File: src/pong_config.svh
// Game geometry, speeds, start values and frame length, included by the RTL and the testbench
`ifndef PONG_CONFIG_SVH
`define PONG_CONFIG_SVH

// Screen and coordinates
`define POS_WIDTH       10
`define SCREEN_WIDTH    640
`define SCREEN_HEIGHT   480

// Object sizes in pixels
`define BALL_SIZE       10
`define PADDLE_WIDTH    60
`define PADDLE_HEIGHT   5
`define PADDLE_SPEED    5       // Pixels per frame
`define BOTTOM_MARGIN   50      // Gap below the paddle

// Start values
`define BALL_START_X    200
`define BALL_START_Y    50
`define PADDLE_START_X  200
`define START_LIVES     3

`define FRAME_CYCLES    64      // Short frame for simulation
`define PADDLE_Y        (`SCREEN_HEIGHT - `PADDLE_HEIGHT - `BOTTOM_MARGIN)

`endif
File: src/pong_ctrl_pkg.sv
// Game control state encoding, shared by the control FSM and the checker
`default_nettype none

package pong_ctrl_pkg;

	typedef enum logic {
		PLAYING   = 1'b0,
		GAME_OVER = 1'b1
	} game_state_t;

endpackage

`default_nettype wire

File: src/pong_types_pkg.sv
// Vector types for coordinates, speed, BCD values and lives, imported by the game RTL
`default_nettype none

`include "pong_config.svh"

package pong_types_pkg;

	// Screen coordinate, x or y
	typedef logic [`POS_WIDTH-1:0] coord_t;

	// Ball speed in pixels per frame
	typedef logic [2:0] speed_t;

	// Two BCD digits, tens in the upper nibble
	typedef logic [7:0] bcd2_t;

	typedef logic [1:0] lives_t;    // Remaining lives, 0 to 3

endpackage

`default_nettype wire

File: src/pong_game.sv
// Top level of the game core, joins the frame timer, control FSM and data blocks
`timescale 1ns/10ps
`default_nettype none

module pong_game
	import pong_types_pkg::*;
(
	input  logic   Clock_25,
	input  logic   system_resetn,
	input  logic   restart,
	input  logic   move_right,
	input  logic   move_left,
	input  logic   serve_right,
	input  logic   serve_down,
	input  speed_t ball_speed,
	output logic   frame_tick,
	output coord_t ball_x,
	output coord_t ball_y,
	output logic   ball_dir_right,
	output logic   ball_dir_down,
	output coord_t paddle_x,
	output bcd2_t  score,
	output lives_t lives,
	output logic   game_over,
	output bcd2_t  best_score_1,
	output bcd2_t  best_score_2,
	output bcd2_t  best_score_3,
	output bcd2_t  best_game_1,
	output bcd2_t  best_game_2,
	output bcd2_t  best_game_3
);

	logic playing;
	logic new_game;
	logic game_end;
	logic hit;      // From the paddle test
	logic miss;

	frame_timer frame_timer_i (
		.Clock_25      (Clock_25),
		.system_resetn (system_resetn),
		.frame_tick    (frame_tick)
	);

	game_control_fsm game_control_fsm_i (
		.Clock_25      (Clock_25),
		.system_resetn (system_resetn),
		.frame_tick    (frame_tick),
		.miss          (miss),
		.lives         (lives),
		.restart       (restart),
		.playing       (playing),
		.game_over     (game_over),
		.new_game      (new_game),
		.game_end      (game_end)
	);

	ball_motion ball_motion_i (
		.Clock_25       (Clock_25),
		.system_resetn  (system_resetn),
		.frame_tick     (frame_tick),
		.playing        (playing),
		.new_game       (new_game),
		.ball_speed     (ball_speed),
		.serve_right    (serve_right),
		.serve_down     (serve_down),
		.paddle_x       (paddle_x),
		.ball_x         (ball_x),
		.ball_y         (ball_y),
		.ball_dir_right (ball_dir_right),
		.ball_dir_down  (ball_dir_down),
		.hit            (hit),
		.miss           (miss)
	);

	paddle_motion paddle_motion_i (
		.Clock_25      (Clock_25),
		.system_resetn (system_resetn),
		.frame_tick    (frame_tick),
		.new_game      (new_game),
		.move_right    (move_right),
		.move_left     (move_left),
		.paddle_x      (paddle_x)
	);

	score_board score_board_i (
		.Clock_25      (Clock_25),
		.system_resetn (system_resetn),
		.frame_tick    (frame_tick),
		.hit           (hit),
		.miss          (miss),
		.new_game      (new_game),
		.game_end      (game_end),
		.score         (score),
		.lives         (lives),
		.best_score_1  (best_score_1),
		.best_score_2  (best_score_2),
		.best_score_3  (best_score_3),
		.best_game_1   (best_game_1),
		.best_game_2   (best_game_2),
		.best_game_3   (best_game_3)
	);

endmodule

`default_nettype wire

File: src/score_board.sv
// BCD score, lives, game number and the three best scores with the games that made them
`timescale 1ns/10ps
`default_nettype none

`include "pong_config.svh"

module score_board
	import pong_types_pkg::*;
(
	input  logic   Clock_25,
	input  logic   system_resetn,
	input  logic   frame_tick,
	input  logic   hit,
	input  logic   miss,
	input  logic   new_game,
	input  logic   game_end,
	output bcd2_t  score,
	output lives_t lives,
	output bcd2_t  best_score_1,
	output bcd2_t  best_score_2,
	output bcd2_t  best_score_3,
	output bcd2_t  best_game_1,
	output bcd2_t  best_game_2,
	output bcd2_t  best_game_3
);

	bcd2_t game_num;   // Number of the game in progress

	// Two-digit BCD increment, 99 wraps to 00
	function automatic bcd2_t bcd_inc(input bcd2_t value);
		bcd2_t result;
		if (value[3:0] == 4'd9) begin
			result[3:0] = 4'd0;
			result[7:4] = (value[7:4] == 4'd9) ? 4'd0 : value[7:4] + 4'd1;
		end else begin
			result = {value[7:4], value[3:0] + 4'd1};
		end
		return result;
	endfunction

	////////////////////////////////////////
	// Current game
	////////////////////////////////////////
	always_ff @(posedge Clock_25 or negedge system_resetn) begin
		if (!system_resetn) begin
			score <= '0;
			lives <= lives_t'(`START_LIVES);
		end else if (new_game) begin
			score <= '0;
			lives <= lives_t'(`START_LIVES);
		end else if (frame_tick) begin
			if (hit) score <= bcd_inc(score);
			if (miss && lives != '0) lives <= lives - 1'b1;   // Floor at zero
		end
	end

	////////////////////////////////////////
	// Leaderboard and game number
	////////////////////////////////////////
	always_ff @(posedge Clock_25 or negedge system_resetn) begin
		if (!system_resetn) begin
			game_num     <= 8'h01;
			best_score_1 <= '0;
			best_score_2 <= '0;
			best_score_3 <= '0;
			best_game_1  <= 8'h01;
			best_game_2  <= 8'h01;
			best_game_3  <= 8'h01;
		end else if (game_end) begin
			game_num <= bcd_inc(game_num);
			// Ties go to the newer game
			if (score >= best_score_1) begin
				best_score_3 <= best_score_2;
				best_game_3  <= best_game_2;
				best_score_2 <= best_score_1;
				best_game_2  <= best_game_1;
				best_score_1 <= score;
				best_game_1  <= game_num;
			end else if (score >= best_score_2) begin
				best_score_3 <= best_score_2;
				best_game_3  <= best_game_2;
				best_score_2 <= score;
				best_game_2  <= game_num;
			end else if (score >= best_score_3) begin
				best_score_3 <= score;
				best_game_3  <= game_num;
			end
		end
	end

endmodule

`default_nettype wire

File: src/paddle_motion.sv
// Paddle horizontal position, stepped each frame by the two move buttons
`timescale 1ns/10ps
`default_nettype none

`include "pong_config.svh"

module paddle_motion
	import pong_types_pkg::*;
(
	input  logic   Clock_25,
	input  logic   system_resetn,
	input  logic   frame_tick,
	input  logic   new_game,
	input  logic   move_right,
	input  logic   move_left,
	output coord_t paddle_x
);

	localparam coord_t STEP    = coord_t'(`PADDLE_SPEED);
	localparam coord_t R_LIMIT = coord_t'(`SCREEN_WIDTH - `PADDLE_WIDTH - `PADDLE_SPEED);
	localparam coord_t START_X = coord_t'(`PADDLE_START_X);

	always_ff @(posedge Clock_25 or negedge system_resetn) begin
		if (!system_resetn) begin
			paddle_x <= START_X;
		end else if (new_game) begin
			paddle_x <= START_X;
		end else if (frame_tick) begin
			// Right button wins even when blocked
			if (move_right) begin
				if (paddle_x < R_LIMIT) paddle_x <= paddle_x + STEP;
			end else if (move_left) begin
				if (paddle_x > STEP) paddle_x <= paddle_x - STEP;
			end
		end
	end

endmodule

`default_nettype wire

File: src/ball_motion.sv
// Ball position and direction per frame, with wall bounces and the paddle hit and miss test
`timescale 1ns/10ps
`default_nettype none

`include "pong_config.svh"

module ball_motion
	import pong_types_pkg::*;
(
	input  logic   Clock_25,
	input  logic   system_resetn,
	input  logic   frame_tick,
	input  logic   playing,
	input  logic   new_game,
	input  speed_t ball_speed,
	input  logic   serve_right,
	input  logic   serve_down,
	input  coord_t paddle_x,
	output coord_t ball_x,
	output coord_t ball_y,
	output logic   ball_dir_right,
	output logic   ball_dir_down,
	output logic   hit,
	output logic   miss
);

	localparam coord_t X_LIMIT  = coord_t'(`SCREEN_WIDTH - `BALL_SIZE);
	localparam coord_t Y_LIMIT  = coord_t'(`PADDLE_Y - `BALL_SIZE);   // Lowest free row
	localparam coord_t BALL_SZ  = coord_t'(`BALL_SIZE);
	localparam coord_t PAD_W    = coord_t'(`PADDLE_WIDTH);
	localparam coord_t START_X  = coord_t'(`BALL_START_X);
	localparam coord_t START_Y  = coord_t'(`BALL_START_Y);

	coord_t speed;
	logic   at_bottom;
	logic   over_paddle;

	assign speed = coord_t'(ball_speed);

	////////////////////////////////////////
	// Paddle test on the current position
	////////////////////////////////////////
	always_comb begin
		at_bottom   = ball_dir_down && (ball_y > Y_LIMIT - speed);
		over_paddle = (ball_x >= paddle_x) && (ball_x + BALL_SZ <= paddle_x + PAD_W);
		hit         = playing && at_bottom && over_paddle;
		miss        = playing && at_bottom && !over_paddle;
	end

	////////////////////////////////////////
	// Position and direction registers
	////////////////////////////////////////
	always_ff @(posedge Clock_25 or negedge system_resetn) begin
		if (!system_resetn) begin
			ball_x         <= START_X;
			ball_y         <= START_Y;
			ball_dir_right <= 1'b1;
			ball_dir_down  <= 1'b1;
		end else if (new_game) begin
			ball_x         <= START_X;
			ball_y         <= START_Y;
			ball_dir_right <= 1'b1;
			ball_dir_down  <= 1'b1;
		end else if (frame_tick && playing) begin
			if (miss) begin
				// Respawn overrides the horizontal step
				ball_x         <= START_X;
				ball_y         <= START_Y;
				ball_dir_right <= serve_right;
				ball_dir_down  <= serve_down;
			end else begin
				if (ball_dir_right) begin
					if (ball_x < X_LIMIT - speed) ball_x <= ball_x + speed;
					else                          ball_dir_right <= 1'b0;   // Right wall
				end else begin
					if (ball_x >= speed) ball_x <= ball_x - speed;
					else                 ball_dir_right <= 1'b1;   // Left wall
				end

				if (hit) begin
					ball_dir_down <= 1'b0;   // Bounce off paddle
				end else if (ball_dir_down) begin
					ball_y <= ball_y + speed;
				end else if (ball_y >= speed) begin
					ball_y <= ball_y - speed;
				end else begin
					ball_dir_down <= 1'b1;   // Top wall
				end
			end
		end
	end

endmodule

`default_nettype wire

File: src/game_control_fsm.sv
// Playing and game-over state machine, issues the new-game and game-end pulses
`timescale 1ns/10ps
`default_nettype none

module game_control_fsm
	import pong_types_pkg::*, pong_ctrl_pkg::*;
(
	input  logic   Clock_25,
	input  logic   system_resetn,
	input  logic   frame_tick,
	input  logic   miss,
	input  lives_t lives,
	input  logic   restart,
	output logic   playing,
	output logic   game_over,
	output logic   new_game,
	output logic   game_end
);

	game_state_t state;

	assign playing   = (state == PLAYING);
	assign game_over = (state == GAME_OVER);

	// Last life lost on this frame
	assign game_end = playing && frame_tick && miss && (lives == lives_t'(1));
	assign new_game = game_over && restart;   // Restart only counts in game over

	always_ff @(posedge Clock_25 or negedge system_resetn) begin
		if (!system_resetn) begin
			state <= PLAYING;
		end else begin
			case (state)
				PLAYING:   if (game_end) state <= GAME_OVER;
				GAME_OVER: if (new_game) state <= PLAYING;
				default:   state <= PLAYING;
			endcase
		end
	end

endmodule

`default_nettype wire

File: src/frame_timer.sv
// Free-running cycle counter giving one update strobe per frame to the game core
`timescale 1ns/10ps
`default_nettype none

`include "pong_config.svh"

module frame_timer (
	input  logic Clock_25,
	input  logic system_resetn,
	output logic frame_tick
);

	localparam int CNT_W = $clog2(`FRAME_CYCLES);
	localparam logic [CNT_W-1:0] LAST_CYCLE = CNT_W'(`FRAME_CYCLES - 1);

	logic [CNT_W-1:0] cycle_cnt;

	assign frame_tick = (cycle_cnt == LAST_CYCLE);   // One cycle per frame

	always_ff @(posedge Clock_25 or negedge system_resetn) begin
		if (!system_resetn) begin
			cycle_cnt <= '0;
		end else if (frame_tick) begin
			cycle_cnt <= '0;   // Wrap at end of frame
		end else begin
			cycle_cnt <= cycle_cnt + 1'b1;
		end
	end

endmodule

`default_nettype wire

File: config.mk
export PLATFORM = sky130hd
export DESIGN_NAME = pong_game
export DESIGN_NICKNAME = d
export VERILOG_FILES = /design/src/pong_ctrl_pkg.sv /design/src/pong_types_pkg.sv /design/src/pong_game.sv /design/src/score_board.sv /design/src/paddle_motion.sv /design/src/ball_motion.sv /design/src/game_control_fsm.sv /design/src/frame_timer.sv
export VERILOG_INCLUDE_DIRS = /design/src
export SDC_FILE = /design/constraint.sdc
export NUM_CORES = 1
export LEC_CHECK = 0
export BUFFER_PORTS_ARGS = -buffer_cell sky130_fd_sc_hd__buf_2
export CORE_UTILIZATION = 40
export CTS_CLUSTER_SIZE = 40
export DETAILED_ROUTE_END_ITERATION = 10
export PLACE_DENSITY = 0.6
export SLEW_MARGIN = 20
export SYNTH_ARGS = -nofsm -noshare
export SYNTH_HDL_FRONTEND = slang
export SYNTH_HIERARCHICAL = 1
export SYNTH_SLANG_ARGS = --single-unit
File: constraint.sdc
create_clock -name Clock_25 -period 4.7 [get_ports Clock_25]
set_input_delay 0.705 -clock Clock_25 [delete_from_list [all_inputs] [get_ports Clock_25]]
set_output_delay 0.705 -clock Clock_25 [all_outputs]
set_load 0.02 [all_outputs]
==> results.md, run 1 <==
* Run status: finished, final reports clean
* Register-to-register setup slack at approximately 0.40 ns
* Number of H-tree branching levels at 3
* Worst Clk Skew at roughly 0.024 ns
* Area of the mapped netlist at 7960 um2
* Dominant synthesized flop cell: dfrtp_1
* Initial DRC Count at 280
* Detail Placement HPWL at 13.9 mm
* Longest individual stage delay on the worst path at around 0.5 ns
* Sequential share of power at between 40% and 50%
* Clock transition at the registers of the reported paths at 0.09 ns
* Number of antenna-violating nets in the routed design at 0
* Growth of design area from synthesis to finish at 12.4%
* First-pass GRT wire length at ~32 mm
* Total placed instance area at around 8600 um2
* Number of inserted diodes at 0
* Netlist cell types at 95
* Routed WL at about 20 mm
* Highest-count cells in the layout ignoring fill and taps: buf_2, dfrtp_1, ha_1
* CTS Hold Buffers Added at 0
* Root Buffer Master: clkbuf_16
* CP dominant cell by count: nand2_1
* Data required time of the worst path at 5.00 ns
* Leakage power of the design at 4.27 nW
* Syn_area_per_cell at 9.66 um2
* PostCTS Resize Cnt at 0
* Ports at between 100 and 150
* Clock tree from TritonCTS: built
* Total overflow reported by the global router at 0
* Global-route usage over all layers at approximately a fifth
* Critical path buffer and inverter count at 0
* Quantity of I/O buffers inserted on ports at about 100
* Final setup violation count at 0
* Hold crit path type: input port to async pin
* Max-slew violations at 0
* Final net count at 992
* Relative slew slack at 38.1%
* DR vias at between 6,000 and 7,000
* Share of async-settable or async-resettable flops after synthesis at 100%
* Post-synthesis instance total at 824
* Sw Share at 28.0%
* Final Wtd Congestion at 0.826
* Type of the worst setup path: register to register
* Count of state elements after synthesis at 105
* Power dissipated by switching net loads at 0.532 mW
* Combinational power share at 8.9%
* Capturing element type of the critical path: register
* Highest net fanout along the worst path at 13
* Crit path launch type: register
* Max IR drop VDD at about 0.00017 V
* Peak clock frequency supported by timing at 233 MHz
* Number of buffers inserted to repair setup after CTS at 0
* Cells traversed along the worst timing path: ha_1 -> o21ai_0 -> nor2_1 -> nand3_1 -> xnor2_1 -> ha_1 -> nand2_1 -> o211ai_1 -> o31ai_1 -> o32ai_4 -> and2_4 -> nand4b_4 -> nor2_4 -> nand2_1 -> nor3b_1 -> nand2_1 -> nor2_1 -> mux2i_1 -> o22ai_1
* Actual transition at the worst max-transition pin at between 0.9 and 1 ns
* Share of power burned in the clock network at 42.2%
* Unrepaired setup endpoints after global routing: false
* CTS Buf Count at 9
* Drt pass-1 iters at 5
* Effective utilization at floorplan at 40.9%
* Post-DR vias/cell at 5.49
* Vias in the first global route at 6,188
* Worst skew pair latency at around 0.37 ns
* Placeable Area at 19,500 um2
* Share of the clock period used by the worst path at 91.4%
* Post-Route Setup TNS at 0 ns
* Net count of the mapped netlist at about 910
* Die Ht at around 140 um
* DR DRC count at 0
* Worst hold slack at 0.409 ns
* Number of clock sinks seen by CTS at 105
* Largest net degree at the start of global routing at 55
* Final core utilization at 46.0%
* Number of synthesized flops with an enable pin at 0
* Final hold vios at 0
* Horizontal die dimension at 143 um
* Deepest clock path buffer count at 2
* Number of violations of the max-capacitance limit at 0
* Initial antenna violation count at 0
* Critical Path AT at 4.59 ns
* Std-Cell Rows at 51
* Full die area at 20,500 um2
* Routed len/inst at 16.7 um
* Post-route cell area at 8950 um2
* Total power at about 1.9 mW
* Internal power component at 1.37 mW
* Share of the yosys chip area belonging to registers at 33.3%
* Category of cells accounting for the largest share of critical-path delay: simple AND/OR/NAND/NOR gates
* Synth Warn # at 6
* Most common cell after layout, fill and taps aside: buf_2
* Power density over the cells at between 200 and 250 nW/um2
* Share of cells above drive strength 1 at 24.7%
* Slowest cell on the critical path: dfrtp_1
* Final critical-path required period at 4.30 ns
worst paths after layout:
check | from | to | cells past startpoint
worst max-delay path | ball_motion_i/ball_x[2] | score_board_i/game_num[7] | 19
worst min-delay path | system_resetn | ball_motion_i/ball_y[0] | 1
worst max register to register | ball_motion_i/ball_x[2] | score_board_i/game_num[7] | 19
worst min register to register | frame_timer_i/cycle_cnt[0] | frame_timer_i/cycle_cnt[0] | 1
max in group asynchronous | system_resetn | score_board_i/best_score_3[6] | 2
min in group Clock_25 | frame_timer_i/cycle_cnt[0] | frame_timer_i/cycle_cnt[0] | 1
layer usage:
metal	global-route usage [%]	vias up	wire length (um)	share of wire (%)
met2	31.5	96	9090	46
met5	0	-	0	0
li1	-	3180	-	-
met3	2.92	14	531	2.7
met4	4.53	0	188	0.96
met1	28.3	3155	9840	50
final cells by class:
cell class              instances  area [um2]
clock buffers                   9         225
clock inverters                 7        91.3
fillers                      1910       10500
inverters                      59         221
multi-input cells             612        4790
flip-flops and latches        105        2650
well taps                     265         332
repair buffers                118         636
cell families after synthesis:
kind of cell	Yosys count	share of synthesized area (%)
XOR/XNOR	24	2.64
AND/OR/NAND/NOR	267	18.8
buffers and inverters	107	6.63
flip-flops	105	33.3
adder cells (fa/ha/maj)	77	12.5
AO/OA/AOI/OAI	185	18.2
multiplexers	59	8.03
cells in the mapped netlist (15+ instances only):
cell type / instances / area (um2)
xnor2_1: 16 / 140
nand3_1: 40 / 200
mux2i_1: 23 / 230
dfstp_2: 17 / 447
o21ai_0: 25 / 125
a21oi_1: 33 / 165
a211oi_1: 22 / 165
mux2_2: 26 / 293
ha_1: 73 / 913
nor2_1: 49 / 184
inv_1: 58 / 218
dfrtp_1: 88 / 2200
nor2b_1: 19 / 119
nor3_1: 21 / 105
nand2_1: 53 / 199
a311o_1: 15 / 150
clkbuf_1: 18 / 67.6
state kept, by name (all words and copies together), names as in the netlist:
name and count:
ball_motion_i/ball_x 10, ball_motion_i/ball_y 10, paddle_motion_i/paddle_x 10, score_board_i/best_game_1 8, score_board_i/best_game_2 8, score_board_i/best_game_3 8, score_board_i/best_score_1 8, score_board_i/best_score_2 8
score_board_i/best_score_3 8, score_board_i/game_num 8, score_board_i/score 8, frame_timer_i/cycle_cnt 6, score_board_i/lives 2, ball_motion_i/ball_dir_down 1, ball_motion_i/ball_dir_right 1, game_control_fsm_i/game_over 1
power groups by stage:
| stage | Clock [mW] | Sequential, mW | Combinational [mW] |
|---|---|---|---|
| 2_1_floorplan | 0 | 0.947 | 0.113 |
| 3_3_place_gp | 0 | 0.946 | 0.170 |
| 3_5_place_dp | 0 | 0.947 | 0.170 |
| 4_1_cts | 0.837 | 0.929 | 0.171 |
| 5_1_grt | 0.869 | 0.932 | 0.192 |
| 6_report | 0.801 | 0.930 | 0.169 |
metrics by stage:
stage / cells / setup WS, ns
final: 1175 / 0.404
after global routing: 1175 / 0.00241
after CTS: 1175 / 0.362
after detailed placement: 1159 / 0.380
after global placement: 1159 / 0.603
after floorplan: 824 / 0.508
Note: power is estimated with default switching activity, not from simulation.
==> run 2: changes to the inputs <==
--- a/config.mk
+++ b/config.mk
@@ -6,11 +6,12 @@
 export SDC_FILE = /design/constraint.sdc
 export NUM_CORES = 1
 export LEC_CHECK = 0
+export ABC_AREA = 1
 export BUFFER_PORTS_ARGS = -buffer_cell sky130_fd_sc_hd__buf_2
-export CORE_UTILIZATION = 40
+export CORE_UTILIZATION = 60
 export CTS_CLUSTER_SIZE = 40
 export DETAILED_ROUTE_END_ITERATION = 10
-export PLACE_DENSITY = 0.6
+export PLACE_DENSITY = 0.83
 export SLEW_MARGIN = 20
 export SYNTH_ARGS = -nofsm -noshare
 export SYNTH_HDL_FRONTEND = slang
==> run 2 against run 1 <==
  * First-iteration DRC count rose to 2.7 times the previous value
  * Largest cell class unchanged
  * Critical endpoint unchanged
  * Sequential power rose by 16%
  * Non-clock buffer count fell by 9
  * Cell area rose by 3.8%
  * Via count rose by 24%
  * Power rose by 44%
  * Synthesized cell count rose by 47%
  * Die area fell by 29%
==> results.md, run 2 <==
* Run status: finished, final reports clean
* Most frequent cell after synthesis: nand2_1
* Ports at around 100
* Count of state elements after synthesis at 105
* Most common cell after layout, fill and taps aside: nand2_1
* Power density over the cells at approximately 300 nW/um2
* Number of antenna-violating nets in the routed design at 0
* Routed len/inst at 14.1 um
* Final hold vios at 0
* Deepest clock path buffer count at 2
* Worst setup slack after layout at 0.529 ns
* Multiplexer fraction of the synthesized cell area at 0%
* Capturing element type of the critical path: register
* Number of buffers inserted to repair setup after CTS at 0
* Max IR drop VDD at a little over 0.0002 V
* Initial antenna violation count at 0
* Area share of and/or/nand/nor cells after synthesis at 34.1%
* Critical Path AT at 4.43 ns
* Slowest cell on the critical path: dfstp_2
* Number of inserted diodes at 0
* Total overflow reported by the global router at 0
* Final net count at between 1,000 and 1,500
* CTS Buf Count at 9
* Synth Warn # at 6
* Std-Cell Rows at 42
* Syn_area_per_cell at 6.93 um2
* Die Ht at 120 um
* Final setup violation count at 0
* DP Worst Slack at approximately 0.53 ns
* Number of synthesized flops with an enable pin at 0
* Area of the mapped netlist at 8400 um2
* Leading registers by flop count: ball_motion_i/ball_x (10), ball_motion_i/ball_y (10), paddle_motion_i/paddle_x (10)
* Unrepaired setup endpoints after global routing: false
* First-pass GRT wire length at 35.3 mm
* Horizontal die dimension at 120 um
* Largest net degree at the start of global routing at 70
* Number of clock sinks seen by CTS at 105
* Post-synthesis instance total at 1,211
* Sequential share of power at 39.3%
* Vias in the first global route at about 7,300
* Area fraction of the dominant cell type after synthesis at 26.2%
* Routed WL at 20.9 mm
* Initial DRC Count at 756
* Sw Share at 39.7%
* Area fraction in compound gates after synthesis at 8.85%
* Largest family of logic cells by synthesized area: simple AND/OR/NAND/NOR gates
* Startpoint of the lowest-slack register-to-register path: paddle_motion_i/paddle_x[3]
* Dominant cell type by area after synthesis: dfrtp_1
* Actual transition at the worst max-transition pin at 0.903 ns
* Number of violations of the max-capacitance limit at 0
* Dominant synthesized flop cell: dfrtp_1
* CP dominant cell by count: nand2_1
* PostCTS Resize Cnt at 0
* Crit path launch type: register
* Full die area at approximately 14,000 um2
* Post-DR vias/cell at about 5.4
* Total power at between 2 and 3 mW
* Leakage power of the design at 5.18 nW
* Combinational power share at around 34%
* Effective utilization at floorplan at between 60 and 70%
* Final critical-path required period at roughly 4.2 ns
* Register-to-register setup slack at 0.53 ns
* DR DRC count at 0
* Clock tree from TritonCTS: built
* Drt pass-1 iters at 5
* Post-Route Setup TNS at 0 ns
* Post-synthesis share of cell area spent on xor and xnor gates at 4.17%
* DR vias at 8,005
* Net count of the mapped netlist at about 1,300
* Relative slew slack at 39.8%
* CTS Hold Buffers Added at 0
* Growth of design area from synthesis to finish at 10.6%
* Capture point of the worst reg-to-reg path: score_board_i/game_num[7]
* Root Buffer Master: clkbuf_16
* Main area contributors after synthesis: dfrtp_1, nand2_1, ha_1
* Share of cells above drive strength 1 at 15.7%
* Highest-count cells in the layout ignoring fill and taps: nand2_1, inv_1, buf_2
* Share of async-settable or async-resettable flops after synthesis at 100%
* Final Wtd Congestion at 0.937
* Quantity of I/O buffers inserted on ports at 101
* Worst skew pair latency at 0.36 ns
* Power dissipated by switching net loads at 1.09 mW
* Share of power burned in the clock network at roughly 27%
* Synth top cells by count: nand2_1, inv_1, nand3_1, dfrtp_1, ha_1
* Max-slew violations at 0
* Longest individual stage delay on the worst path at 0.69 ns
* Data required time of the worst path at 4.96 ns
* Global-route usage over all layers at a little under a third
* Netlist cell types at 50
* Placeable Area at 13,500 um2
* Hold crit path type: input port to async pin
* Detail Placement HPWL at 15.2 mm
* Adder-cell area share of the yosys netlist at 11.8%
* Number of H-tree branching levels at 3
* Type of the worst setup path: register to register
* Internal power component at 1.65 mW
* Peak clock frequency supported by timing at 240 MHz
* Share of the clock period used by the worst path at around nine tenths
* Share of the yosys chip area belonging to registers at 31.5%
* Highest net fanout along the worst path at 13
* Clock transition at the registers of the reported paths at 0.08 ns
* FF-to-FF path depth at 25
* Worst Clk Skew at 0.00879 ns
## run 2: stage by stage
step,hold slack (ns),cells,cell area [um2],utilization [%]
global placement,0.483,1465,9000,66.9
global route,0.517,1481,9290,69.1
finish,0.469,1481,9290,69.1
floorplan,0.409,1211,8400,-
detailed placement,0.489,1465,9000,66.9
CTS,0.502,1481,9290,69.1
## run 2: power by group through the flow
| stage | logic [mW] | clock network [mW] | registers [mW] |
|---|---|---|---|
| finish | 0.917 | 0.748 | 1.08 |
| global placement | 0.884 | 0 | 1.09 |
| global route | 1.05 | 0.791 | 1.09 |
| CTS | 0.913 | 0.753 | 1.08 |
| floorplan | 0.645 | 0 | 1.11 |
| detailed placement | 0.907 | 0 | 1.09 |
## run 2: worst max-delay path by stage
stage	endpoint	from	cells past startpoint	slack (ns)
3_3_place_gp	score_board_i/game_num[7]	paddle_motion_i/paddle_x[3]	25	0.81
2_1_floorplan	score_board_i/game_num[7]	ball_motion_i/ball_x[1]	25	1.12
4_1_cts	score_board_i/game_num[7]	paddle_motion_i/paddle_x[3]	25	0.54
6_report	score_board_i/game_num[7]	paddle_motion_i/paddle_x[3]	25	0.53
5_1_grt	score_board_i/game_num[6]	paddle_motion_i/paddle_x[2]	25	0.05
3_5_place_dp	score_board_i/game_num[7]	paddle_motion_i/paddle_x[3]	25	0.53
## run 2: kinds of logic (layout without fill, tap and decap cells)
family	Yosys count	in the layout
AOI/OAI and AO/OA	128	128
buffers and inverters	194	288
DFF	105	105
and+or+nand+nor	667	667
adders and majority gates	77	77
xor gates and xnor gates	40	40
## run 2: worst max-delay path, delay by kind of cell, from the launching register on
kind / cells / cell delay (ns)
compound gates: 2 / 0.31
xor+xnor: 1 / 0.14
fa+ha+maj: 2 / 0.49
buf+inv: 5 / 0.58
flops: 1 / 0.69
simple gates: 15 / 1.87
## run 2: final cells by class
type	instances	area [um2]
repair buffers	109	568
inverters	163	613
flip-flops and latches	105	2650
multi-input cells	912	4950
clock inverters	7	60.1
clock buffers	9	225
fillers	1175	4160
well taps	176	220
## run 2: layer usage
layer | part of all wire, % | up-vias | global-route usage, %
li1 | - | 4021 | -
met1 | 46 | 3729 | 41.9
met2 | 48 | 233 | 50.2
met3 | 4.8 | 22 | 4.72
met4 | 1.4 | 0 | 7.56
met5 | 0 | - | 0
